$ cat src/logic/fir_pkg.sv
package fir_pkg;

    // --------------------
    // Widths and sizes
    // --------------------

    // Sample, coefficient and register data
    localparam int data_width = 32;
    // Register port address
    localparam int addr_width = 12;
    localparam int tap_num    = 11;
    // Enough for a RAM slot or a count up to tap_num
    localparam int idx_width  = 4;

    // --------------------
    // Register map
    // --------------------

    localparam logic [addr_width-1:0] ap_ctrl_addr  = 12'h000;
    // Coefficient k at tap_base_addr + 4k
    localparam logic [addr_width-1:0] tap_base_addr = 12'h020;

    // Control register bit positions
    localparam int ap_start_bit = 0;
    localparam int ap_done_bit  = 1;
    localparam int ap_idle_bit  = 2;

    // --------------------
    // Types
    // --------------------

    typedef logic [data_width-1:0] coef_t;
    typedef logic [data_width-1:0] sample_t;
    typedef logic [idx_width-1:0]  ram_idx_t;

    // Run sequencer states
    typedef enum logic [1:0] {
        fir_wait,
        fir_idle,
        fir_proc,
        fir_done
    } fir_state_e;

endpackage

$ cat src/logic/fir_ctrl_if.sv
interface fir_ctrl_if import fir_pkg::*; ();

    // Current sequencer state
    fir_state_e state;

    // Strobes from the sequencer
    // Leaving fir_wait
    logic run_start;
    // Input handshake done
    logic sample_take;
    // Level, next state is fir_proc
    logic proc_next;
    // fir_proc to fir_done
    logic last_proc;
    // fir_done to fir_wait
    logic run_end;

    // Back from the counter, last process cycle reached
    logic proc_last_cnt;

    modport fsm (
        output state, run_start, sample_take, proc_next, last_proc, run_end,
        input  proc_last_cnt
    );

    modport counter (
        input  state, run_start, sample_take, proc_next, last_proc,
        output proc_last_cnt
    );

    modport mac (input state);

    modport regs (input run_start, run_end, proc_next);

endinterface

$ cat src/logic/cfg_regs.sv
module cfg_regs import fir_pkg::*; (
    input  logic                  axis_clk,
    input  logic                  axis_rst_n,
    input  logic                  awvalid,
    input  logic [addr_width-1:0] awaddr,
    output logic                  wready,
    input  logic                  wvalid,
    input  logic [data_width-1:0] wdata,
    output logic                  arready,
    input  logic                  arvalid,
    input  logic [addr_width-1:0] araddr,
    output logic                  rvalid,
    output logic [data_width-1:0] rdata,
    input  logic                  rready,
    input  ram_idx_t              tap_idx,
    input  coef_t                 coef_rd,
    fir_ctrl_if.regs              ctrl,
    output logic                  ap_start,
    output logic                  coef_we,
    output ram_idx_t              coef_addr,
    output coef_t                 coef_wr,
    output logic                  h0_we
);

    // Shared by both ports, write never visits port_wait
    typedef enum logic [1:0] {port_idle, port_addr, port_wait, port_data} port_state_e;

    port_state_e           wr_state;
    port_state_e           rd_state;
    logic [addr_width-1:0] wr_addr_q;
    logic [addr_width-1:0] rd_addr_q;
    logic                  ap_done;
    logic                  ap_idle;
    logic                  wr_fire;
    logic                  wr_tap;

    // Word aligned and inside the coefficient window
    function automatic logic is_tap(input logic [addr_width-1:0] a);
        return (a >= tap_base_addr) && (a < tap_base_addr + 4 * tap_num) && (a[1:0] == 2'b00);
    endfunction

    function automatic ram_idx_t tap_index(input logic [addr_width-1:0] a);
        logic [addr_width-1:0] off;
        off = a - tap_base_addr;
        return off[idx_width+1:2];
    endfunction

    // --------------------
    // Write port
    // --------------------
    always_ff @(posedge axis_clk) begin
        if (!axis_rst_n) begin
            wr_state <= port_idle;
        end else begin
            case (wr_state)
                port_idle: wr_state <= port_addr;
                port_addr: if (awvalid) wr_state <= port_data;
                port_data: if (wvalid) wr_state <= port_idle;
                default:   wr_state <= port_idle;
            endcase
        end
    end

    always_ff @(posedge axis_clk) begin
        if (wr_state == port_addr && awvalid) begin
            wr_addr_q <= awaddr;
        end
    end

    assign wready  = (wr_state == port_data);
    assign wr_fire = wready && wvalid;
    assign wr_tap  = is_tap(wr_addr_q);
    // No coefficient updates while a run is active
    assign coef_we = wr_fire && wr_tap && ap_idle;
    assign h0_we   = coef_we && (tap_index(wr_addr_q) == '0);
    assign coef_wr = wdata;

    // --------------------
    // Read port
    // --------------------
    always_ff @(posedge axis_clk) begin
        if (!axis_rst_n) begin
            rd_state <= port_idle;
        end else begin
            case (rd_state)
                port_idle: rd_state <= port_addr;
                port_addr: if (arvalid) rd_state <= port_wait;
                // RAM address goes out here
                port_wait: rd_state <= port_data;
                port_data: if (rready) rd_state <= port_idle;
                default:   rd_state <= port_idle;
            endcase
        end
    end

    always_ff @(posedge axis_clk) begin
        if (arready && arvalid) begin
            rd_addr_q <= araddr;
        end
    end

    assign arready = (rd_state == port_addr);
    assign rvalid  = (rd_state == port_data);

    always_comb begin
        rdata = '0;
        if (rd_addr_q == ap_ctrl_addr) begin
            rdata[ap_start_bit] = ap_start;
            rdata[ap_done_bit]  = ap_done;
            rdata[ap_idle_bit]  = ap_idle;
        end else if (is_tap(rd_addr_q)) begin
            rdata = coef_rd;
        end
    end

    // Sequencer first, then a firing tap write, else the held read
    always_comb begin
        if (ctrl.proc_next) begin
            coef_addr = tap_idx;
        end else if (wr_fire && wr_tap) begin
            coef_addr = tap_index(wr_addr_q);
        end else begin
            coef_addr = tap_index(rd_addr_q);
        end
    end

    // --------------------
    // Control flags
    // --------------------
    always_ff @(posedge axis_clk) begin
        if (!axis_rst_n) begin
            ap_start <= 1'b0;
            ap_done  <= 1'b0;
            ap_idle  <= 1'b1;
        end else begin
            // Start is consumed as the run begins
            if (ctrl.run_start) begin
                ap_start <= 1'b0;
            end else if (wr_fire && wr_addr_q == ap_ctrl_addr) begin
                ap_start <= wdata[ap_start_bit];
            end
            // Done is read-to-clear
            if (ctrl.run_end) begin
                ap_done <= 1'b1;
            end else if (rvalid && rready && rd_addr_q == ap_ctrl_addr) begin
                ap_done <= 1'b0;
            end
            if (ctrl.run_start) begin
                ap_idle <= 1'b0;
            end else if (ctrl.run_end) begin
                ap_idle <= 1'b1;
            end
        end
    end

    // Pending read data must not lose its RAM address to a tap write
    assert property (@(posedge axis_clk) disable iff (!axis_rst_n)
        rvalid |-> !(wr_fire && wr_tap));

endmodule

$ cat src/logic/fir_ctrl_fsm.sv
module fir_ctrl_fsm import fir_pkg::*; (
    input  logic     axis_clk,
    input  logic     axis_rst_n,
    input  logic     ap_start,
    input  logic     ss_tvalid,
    input  logic     ss_tlast,
    output logic     ss_tready,
    input  logic     sm_tready,
    output logic     sm_tvalid,
    output logic     sm_tlast,
    fir_ctrl_if.fsm  ctrl
);

    fir_state_e state_q;
    fir_state_e state_d;
    // Run ends after the current output
    logic       tlast_q;

    // --------------------
    // State register
    // --------------------
    always_ff @(posedge axis_clk) begin
        if (!axis_rst_n) begin
            state_q <= fir_wait;
        end else begin
            state_q <= state_d;
        end
    end

    always_comb begin
        state_d = state_q;
        case (state_q)
            fir_wait: if (ap_start) state_d = fir_idle;
            fir_idle: if (ss_tvalid) state_d = fir_proc;
            fir_proc: if (ctrl.proc_last_cnt) state_d = fir_done;
            // Output taken, back for more or finish the run
            fir_done: if (sm_tready) state_d = tlast_q ? fir_wait : fir_idle;
            default:  state_d = fir_wait;
        endcase
    end

    // Latch tlast at the input handshake
    always_ff @(posedge axis_clk) begin
        if (!axis_rst_n) begin
            tlast_q <= 1'b0;
        end else if (ctrl.run_start) begin
            tlast_q <= 1'b0;
        end else if (ctrl.sample_take && ss_tlast) begin
            tlast_q <= 1'b1;
        end
    end

    // --------------------
    // Strobes and streams
    // --------------------
    assign ctrl.state       = state_q;
    assign ctrl.run_start   = (state_q == fir_wait) && ap_start;
    assign ctrl.sample_take = (state_q == fir_idle) && ss_tvalid;
    assign ctrl.proc_next   = (state_d == fir_proc);
    assign ctrl.last_proc   = (state_q == fir_proc) && ctrl.proc_last_cnt;
    assign ctrl.run_end     = (state_q == fir_done) && sm_tready && tlast_q;

    assign ss_tready = (state_q == fir_idle);
    assign sm_tvalid = (state_q == fir_done);
    assign sm_tlast  = sm_tvalid && tlast_q;

    // Output held under back-pressure
    assert property (@(posedge axis_clk) disable iff (!axis_rst_n)
        sm_tvalid && !sm_tready |=> sm_tvalid);

endmodule

$ cat src/logic/fir_tap_counter.sv
module fir_tap_counter import fir_pkg::*; (
    input  logic        axis_clk,
    input  logic        axis_rst_n,
    fir_ctrl_if.counter ctrl,
    output ram_idx_t    tap_idx,
    output ram_idx_t    sample_addr,
    output logic        sample_we
);

    ram_idx_t sample_cnt;
    ram_idx_t proc_cnt;
    ram_idx_t wr_ptr;
    ram_idx_t rd_ptr;

    // Step one slot down, wrapping below zero
    function automatic ram_idx_t dec_wrap(input ram_idx_t i);
        return (i == '0) ? ram_idx_t'(tap_num - 1) : i - 1'b1;
    endfunction

    // --------------------
    // Counts
    // --------------------
    always_ff @(posedge axis_clk) begin
        if (!axis_rst_n) begin
            sample_cnt <= '0;
            proc_cnt   <= '0;
            tap_idx    <= ram_idx_t'(1);
        end else begin
            // Saturates once the history is full
            if (ctrl.run_start) begin
                sample_cnt <= '0;
            end else if (ctrl.sample_take && sample_cnt < tap_num) begin
                sample_cnt <= sample_cnt + 1'b1;
            end
            proc_cnt <= (ctrl.state == fir_proc) ? proc_cnt + 1'b1 : '0;
            // h0 comes from the MAC buffer, so start at h1
            if (!ctrl.proc_next) begin
                tap_idx <= ram_idx_t'(1);
            end else if (tap_idx != tap_num - 1) begin
                tap_idx <= tap_idx + 1'b1;
            end
        end
    end

    assign ctrl.proc_last_cnt = (proc_cnt == sample_cnt - 1'b1);

    // --------------------
    // Sample slots
    // --------------------
    always_ff @(posedge axis_clk) begin
        if (!axis_rst_n) begin
            wr_ptr <= '0;
            rd_ptr <= ram_idx_t'(tap_num - 1);
        end else if (ctrl.run_start) begin
            wr_ptr <= '0;
            rd_ptr <= ram_idx_t'(tap_num - 1);
        end else begin
            if (ctrl.last_proc) begin
                wr_ptr <= (wr_ptr == tap_num - 1) ? '0 : wr_ptr + 1'b1;
            end
            // Newest stored sample first, then walk back in time
            if (ctrl.state == fir_done) begin
                rd_ptr <= dec_wrap(wr_ptr);
            end else if (ctrl.proc_next) begin
                rd_ptr <= dec_wrap(rd_ptr);
            end
        end
    end

    assign sample_we   = ctrl.last_proc;
    assign sample_addr = ctrl.last_proc ? wr_ptr : rd_ptr;

    assert property (@(posedge axis_clk) disable iff (!axis_rst_n)
        (tap_idx < tap_num) && (sample_addr < tap_num));

endmodule

$ cat src/logic/fir_ram.sv
module fir_ram import fir_pkg::*; #(
    parameter type payload_t = coef_t
) (
    input  logic     axis_clk,
    input  logic     we,
    input  ram_idx_t addr,
    input  payload_t wr,
    output payload_t rd
);

    payload_t mem [tap_num];

    // Single port, old data on a write cycle
    always_ff @(posedge axis_clk) begin
        if (we) begin
            mem[addr] <= wr;
        end
        rd <= mem[addr];
    end

    // Writers decode addresses before they get here
    assert property (@(posedge axis_clk) we |-> addr < tap_num);

endmodule

$ cat src/logic/fir_mac.sv
module fir_mac import fir_pkg::*; (
    input  logic     axis_clk,
    input  logic     axis_rst_n,
    input  sample_t  ss_tdata,
    input  logic     h0_we,
    input  coef_t    h0_wr,
    input  coef_t    coef_rd,
    input  sample_t  sample_rd,
    fir_ctrl_if.mac  ctrl,
    output sample_t  sm_tdata,
    output sample_t  sample_wr
);

    // Newest sample, stored to the RAM at the end of processing
    sample_t               x_buf;
    // Copy of h0 so the first product needs no RAM read
    coef_t                 h0_buf;
    logic [data_width-1:0] prod_q;
    logic [data_width-1:0] acc_q;

    always_ff @(posedge axis_clk) begin
        if (ctrl.state == fir_idle) begin
            x_buf <= ss_tdata;
        end
    end

    always_ff @(posedge axis_clk) begin
        if (h0_we) begin
            h0_buf <= h0_wr;
        end
    end

    // --------------------
    // Multiply, low word kept
    // --------------------
    always_ff @(posedge axis_clk) begin
        if (ctrl.state == fir_idle) begin
            prod_q <= ss_tdata * h0_buf;
        end else begin
            prod_q <= sample_rd * coef_rd;
        end
    end

    // Accumulate one product per process cycle
    always_ff @(posedge axis_clk) begin
        if (!axis_rst_n) begin
            acc_q <= '0;
        end else begin
            case (ctrl.state)
                fir_proc: acc_q <= acc_q + prod_q;
                // Held for the output handshake
                fir_done: acc_q <= acc_q;
                default:  acc_q <= '0;
            endcase
        end
    end

    assign sm_tdata  = acc_q;
    assign sample_wr = x_buf;

endmodule

$ cat src/logic/fir_top.sv
module fir_top import fir_pkg::*; (
    input  logic                  axis_clk,
    input  logic                  axis_rst_n,
    // Register write
    input  logic                  awvalid,
    input  logic [addr_width-1:0] awaddr,
    output logic                  wready,
    input  logic                  wvalid,
    input  logic [data_width-1:0] wdata,
    // Register read
    input  logic                  arvalid,
    input  logic [addr_width-1:0] araddr,
    output logic                  arready,
    output logic                  rvalid,
    output logic [data_width-1:0] rdata,
    input  logic                  rready,
    // Input samples
    input  logic                  ss_tvalid,
    input  sample_t               ss_tdata,
    input  logic                  ss_tlast,
    output logic                  ss_tready,
    // Output samples
    output logic                  sm_tvalid,
    output sample_t               sm_tdata,
    output logic                  sm_tlast,
    input  logic                  sm_tready
);

    logic     ap_start;
    logic     coef_we;
    ram_idx_t coef_addr;
    coef_t    coef_wr;
    coef_t    coef_rd;
    logic     h0_we;
    ram_idx_t tap_idx;
    logic     sample_we;
    ram_idx_t sample_addr;
    sample_t  sample_wr;
    sample_t  sample_rd;

    fir_ctrl_if ctrl_if ();

    // --------------------
    // Control
    // --------------------
    cfg_regs u_cfg_regs (
        .axis_clk, .axis_rst_n, .awvalid, .awaddr, .wready, .wvalid, .wdata,
        .arready, .arvalid, .araddr, .rvalid, .rdata, .rready,
        .tap_idx, .coef_rd, .ctrl(ctrl_if), .ap_start,
        .coef_we, .coef_addr, .coef_wr, .h0_we
    );

    fir_ctrl_fsm u_fir_ctrl_fsm (
        .axis_clk, .axis_rst_n, .ap_start, .ss_tvalid, .ss_tlast, .ss_tready,
        .sm_tready, .sm_tvalid, .sm_tlast, .ctrl(ctrl_if)
    );

    fir_tap_counter u_fir_tap_counter (
        .axis_clk, .axis_rst_n, .ctrl(ctrl_if), .tap_idx, .sample_addr, .sample_we
    );

    // --------------------
    // Datapath
    // --------------------
    fir_ram #(.payload_t(coef_t)) coef_ram (
        .axis_clk, .we(coef_we), .addr(coef_addr), .wr(coef_wr), .rd(coef_rd)
    );

    fir_ram #(.payload_t(sample_t)) sample_ram (
        .axis_clk, .we(sample_we), .addr(sample_addr), .wr(sample_wr), .rd(sample_rd)
    );

    fir_mac u_fir_mac (
        .axis_clk, .axis_rst_n, .ss_tdata, .h0_we, .h0_wr(coef_wr), .coef_rd,
        .sample_rd, .ctrl(ctrl_if), .sm_tdata, .sample_wr
    );

endmodule

$ cat config.mk
export PLATFORM = sky130hd
export DESIGN_NAME = fir_top
export DESIGN_NICKNAME = d
export VERILOG_FILES = /design/src/logic/fir_pkg.sv /design/src/logic/fir_ctrl_if.sv /design/src/logic/cfg_regs.sv /design/src/logic/fir_ctrl_fsm.sv /design/src/logic/fir_tap_counter.sv /design/src/logic/fir_ram.sv /design/src/logic/fir_mac.sv /design/src/logic/fir_top.sv
export SDC_FILE = /design/constraint.sdc
export NUM_CORES = 2
export LEC_CHECK = 0
export BUFFER_PORTS_ARGS = -buffer_cell sky130_fd_sc_hd__clkbuf_2
export CORE_ASPECT_RATIO = 1.2
export CORE_MARGIN = 5
export CORE_UTILIZATION = 35
export CTS_CLUSTER_DIAMETER = 120
export CTS_CLUSTER_SIZE = 28
export DETAILED_ROUTE_END_ITERATION = 10
export SLEW_MARGIN = 20
export SYNTH_ARGS = -nofsm -noshare
export SYNTH_HDL_FRONTEND = slang
export SYNTH_SLANG_ARGS = --single-unit
$ cat constraint.sdc
create_clock -name axis_clk -period 8.18 [get_ports axis_clk]
set_input_delay 1.636 -clock axis_clk [delete_from_list [all_inputs] [get_ports axis_clk]]
set_output_delay 1.636 -clock axis_clk [all_outputs]
set_load 0.1 [all_outputs]
==> results.cfg <==
[worst_setup_path]
crit_buf_inv = 4
cp-end-kind = register
worstRegToRegCells = 21
crit_slowest_cell = fa_1
path_max_fanout = 8
critPathMostFrequentCell = fa_1
worstPathCellList = clkbuf_2, buf_4, and2_1, fa_1, fa_1, fa_1, inv_1, fa_1, inv_1, fa_1, fa_1, fa_1, fa_1, ha_1, a21o_1, a21o_1, a2111oi_2, nor3_1, a2111oi_1, a21boi_0, or3_1, nand3_1, nand3_1
crit_family = adder cells
slowest_delay_ns = 0.57
criticalPathCategory = input port to register
cp_data_arrival_time_ns = 8.39
cp.required_ns = 8.71
start_kind = input port
critical_path_cell_count = 23

[timing]
hold_viol_final = 0
rsz0062_at_grt = no
timing.hold.ws_ns = 0.482
worst_slew_pin_slew_ns = 1.22
period_needed_ns = 7.86
slew_headroom_pct = 17.8
finalCritPeriodShare_pct = 96.0
fmax_mhz = 127
setup_viol = 0
drv_slew = 0
clock_skew_ns = 0.0516
fin_ws_ns = 0.324

[finish]
final_cells = 8532
final_nets = 7095
area_delta_synth_final_pct = 9.14
layout_common_cells = fa_1 (817), edfxtp_1 (792), inv_1 (774)
layout_commonest_cell = fa_1
layout-drive-gt1-share_pct = 10.5

[die]
ios = 167
die_w_um = 412
initial_core_util_pct = 35.1
core_um2 = 193000
row_count = 177
die_h_um = 492
die_area_um2 = 203000

[global_route]
grt_overflow = 0
grt_use_total_pct = 18.9
grt_start_max_net_pins = 130
grt_pass1_wl_mm = 291
antenna_found_initial = 40
grt_pass1_vias = 46053

[synthesis]
yosysTopAreaCell = edfxtp_1
ys.flop_type = edfxtp_1
yosysWarnings = 0
synthTopCellsByArea = edfxtp_1 (35%), fa_1 (24%), and2_1 (6.0%)
syn-cell-area_um2 = 67900
synth_top_area_share_pct = 35.0
async_reset_ff_share_pct = 0
synth.net_count = 6957
ys_seq_area_share_pct = 39.7
synth.distinct_cells = 85
synth.avg_cell_area_um2 = 11.8
yosys_register_bits = 950
netlist_instances = 5752
synth_edf_count = 792

[placement]
preCtsSetupSlack_ns = -0.440
dpl.hpwl_mm = 144
dp_cells = 8439
gp_congestion = 0.928
io_buffers = 166

[routing]
drcViolationCount = 0
vias_per_cell = 5.04
drtPass1Iterations = 5
ant_nets = 0
wl_mm = 192
drt_iter0_drc = 3050
wl_per_cell_um = 22.5
via_count = 43013

[flow_run]
maxCapViolCount = 0

[clock_tree]
cts_post_setup_buffers_inserted = 0
ctsHoldBuffers = 0
clk_pin_slew_ns = 0.10
worstSkewPairLatency_ns = 0.69
cts_root_buf = clkbuf_16
cts_made_buffers = 43
cts.sinks = 950
h-tree-depth = 2
cts_tree = yes
cts_buffer_depth = 3
cts_resized = 0

[hold_path]
hold_path_class = register to register
whs_path_depth = 1

[status]
run_status = finished, final reports clean
==> layer usage <==
| metal | GRT usage [%] | wire length, um |
|---|---|---|
| met5 | 0 | 188 |
| met4 | 5.11 | 5500 |
| met3 | 4.01 | 14100 |
| met2 | 32.0 | 92700 |
| met1 | 24.8 | 79600 |
==> kinds of logic after synthesis <==
| group | count (synthesis) | share of synthesized area [%] |
|---|---|---|
| buf+inv | 1066 | 6.09 |
| xor+xnor | 197 | 2.55 |
| mux | 175 | 3.88 |
| fa+ha+maj | 1108 | 29.5 |
| compound gates | 620 | 6.30 |
| flops | 950 | 39.7 |
| simple gates | 1636 | 12.0 |
==> registers in the layout, summed over array words and instances, names as in the netlist, 4 cells and up <==
signal                        flops
u_cfg_regs.wr_addr_q             12
u_fir_mac.prod_q                 32
u_fir_mac.sample_wr              32
sample_ram.rd                    32
u_fir_tap_counter.tap_idx         4
u_fir_mac.sm_tdata               32
u_fir_tap_counter.wr_ptr          4
u_fir_mac.h0_buf                 32
u_cfg_regs.rd_addr_q             12
u_fir_tap_counter.sample_cnt      4
u_fir_tap_counter.proc_cnt        4
sample_ram.mem                  352
coef_ram.mem                    352
u_fir_tap_counter.rd_ptr          4
coef_ram.rd                      32
==> worst register-to-register path: cells and delay by family, from the launching register on <==
kind | cells | cell delay [ns]
AO/OA/AOI/OAI | 3 | 0.61
XOR/XNOR | 1 | 0.14
adder cells (fa/ha/maj) | 9 | 4.52
buffers and inverters | 3 | 0.58
flip-flops | 1 | 0.95
multiplexers | 1 | 0.07
AND/OR/NAND/NOR | 4 | 0.81
==> cells in the mapped netlist (all sizes together), types with 47 or more instances <==
| cell type | number |
|---|---|
| and2 | 655 |
| edfxtp | 792 |
| o21ai | 152 |
| ha | 291 |
| nand2 | 685 |
| fa | 817 |
| buf | 81 |
| dfxtp | 158 |
| xor2 | 59 |
| a21oi | 148 |
| xnor2 | 138 |
| mux2 | 64 |
| mux4 | 64 |
| inv | 775 |
| clkbuf | 208 |
| mux2i | 47 |
| nor2 | 143 |
==> through the flow <==
step           utilization [%]  setup TNS (ns)  area, um^2
6_report                  38.3               0       74100
3_5_place_dp              37.6           -1.84       72600
5_1_grt                   38.3               0       74000
3_3_place_gp              37.6           -1.40       72600
4_1_cts                   38.3               0       74000
2_1_floorplan                -               0       67900
==> layout make-up <==
| class | instances | area, um^2 |
|---|---|---|
| antenna | 12 | 30.0 |
| multi-input combinational | 3736 | 37000 |
| timing repair buffer | 382 | 2500 |
| clock inverter | 11 | 200 |
| clock buffer | 69 | 1190 |
| sequential | 950 | 26900 |
| tap | 2595 | 3250 |
| inverter | 777 | 2920 |
| fill | 18545 | 119000 |
==> worst paths after layout <==
check                                                    startpoint                                  end  slack, ns
worst max register to register               coef_ram.rd[9]$_DFF_P_         u_fir_mac.prod_q[31]$_DFF_P_       0.39
worst max-delay path                                   ss_tdata[13]         u_fir_mac.prod_q[28]$_DFF_P_       0.32
worst min register to register  u_cfg_regs.wr_state[1]$_SDFFE_PN0P_  u_cfg_regs.wr_state[0]$_SDFFE_PN0P_       0.48
worst min-delay path            u_cfg_regs.wr_state[1]$_SDFFE_PN0P_  u_cfg_regs.wr_state[0]$_SDFFE_PN0P_       0.48
Power is not shown: default switching activity piles up to over one toggle a cycle in this logic, so the estimate is an artifact.
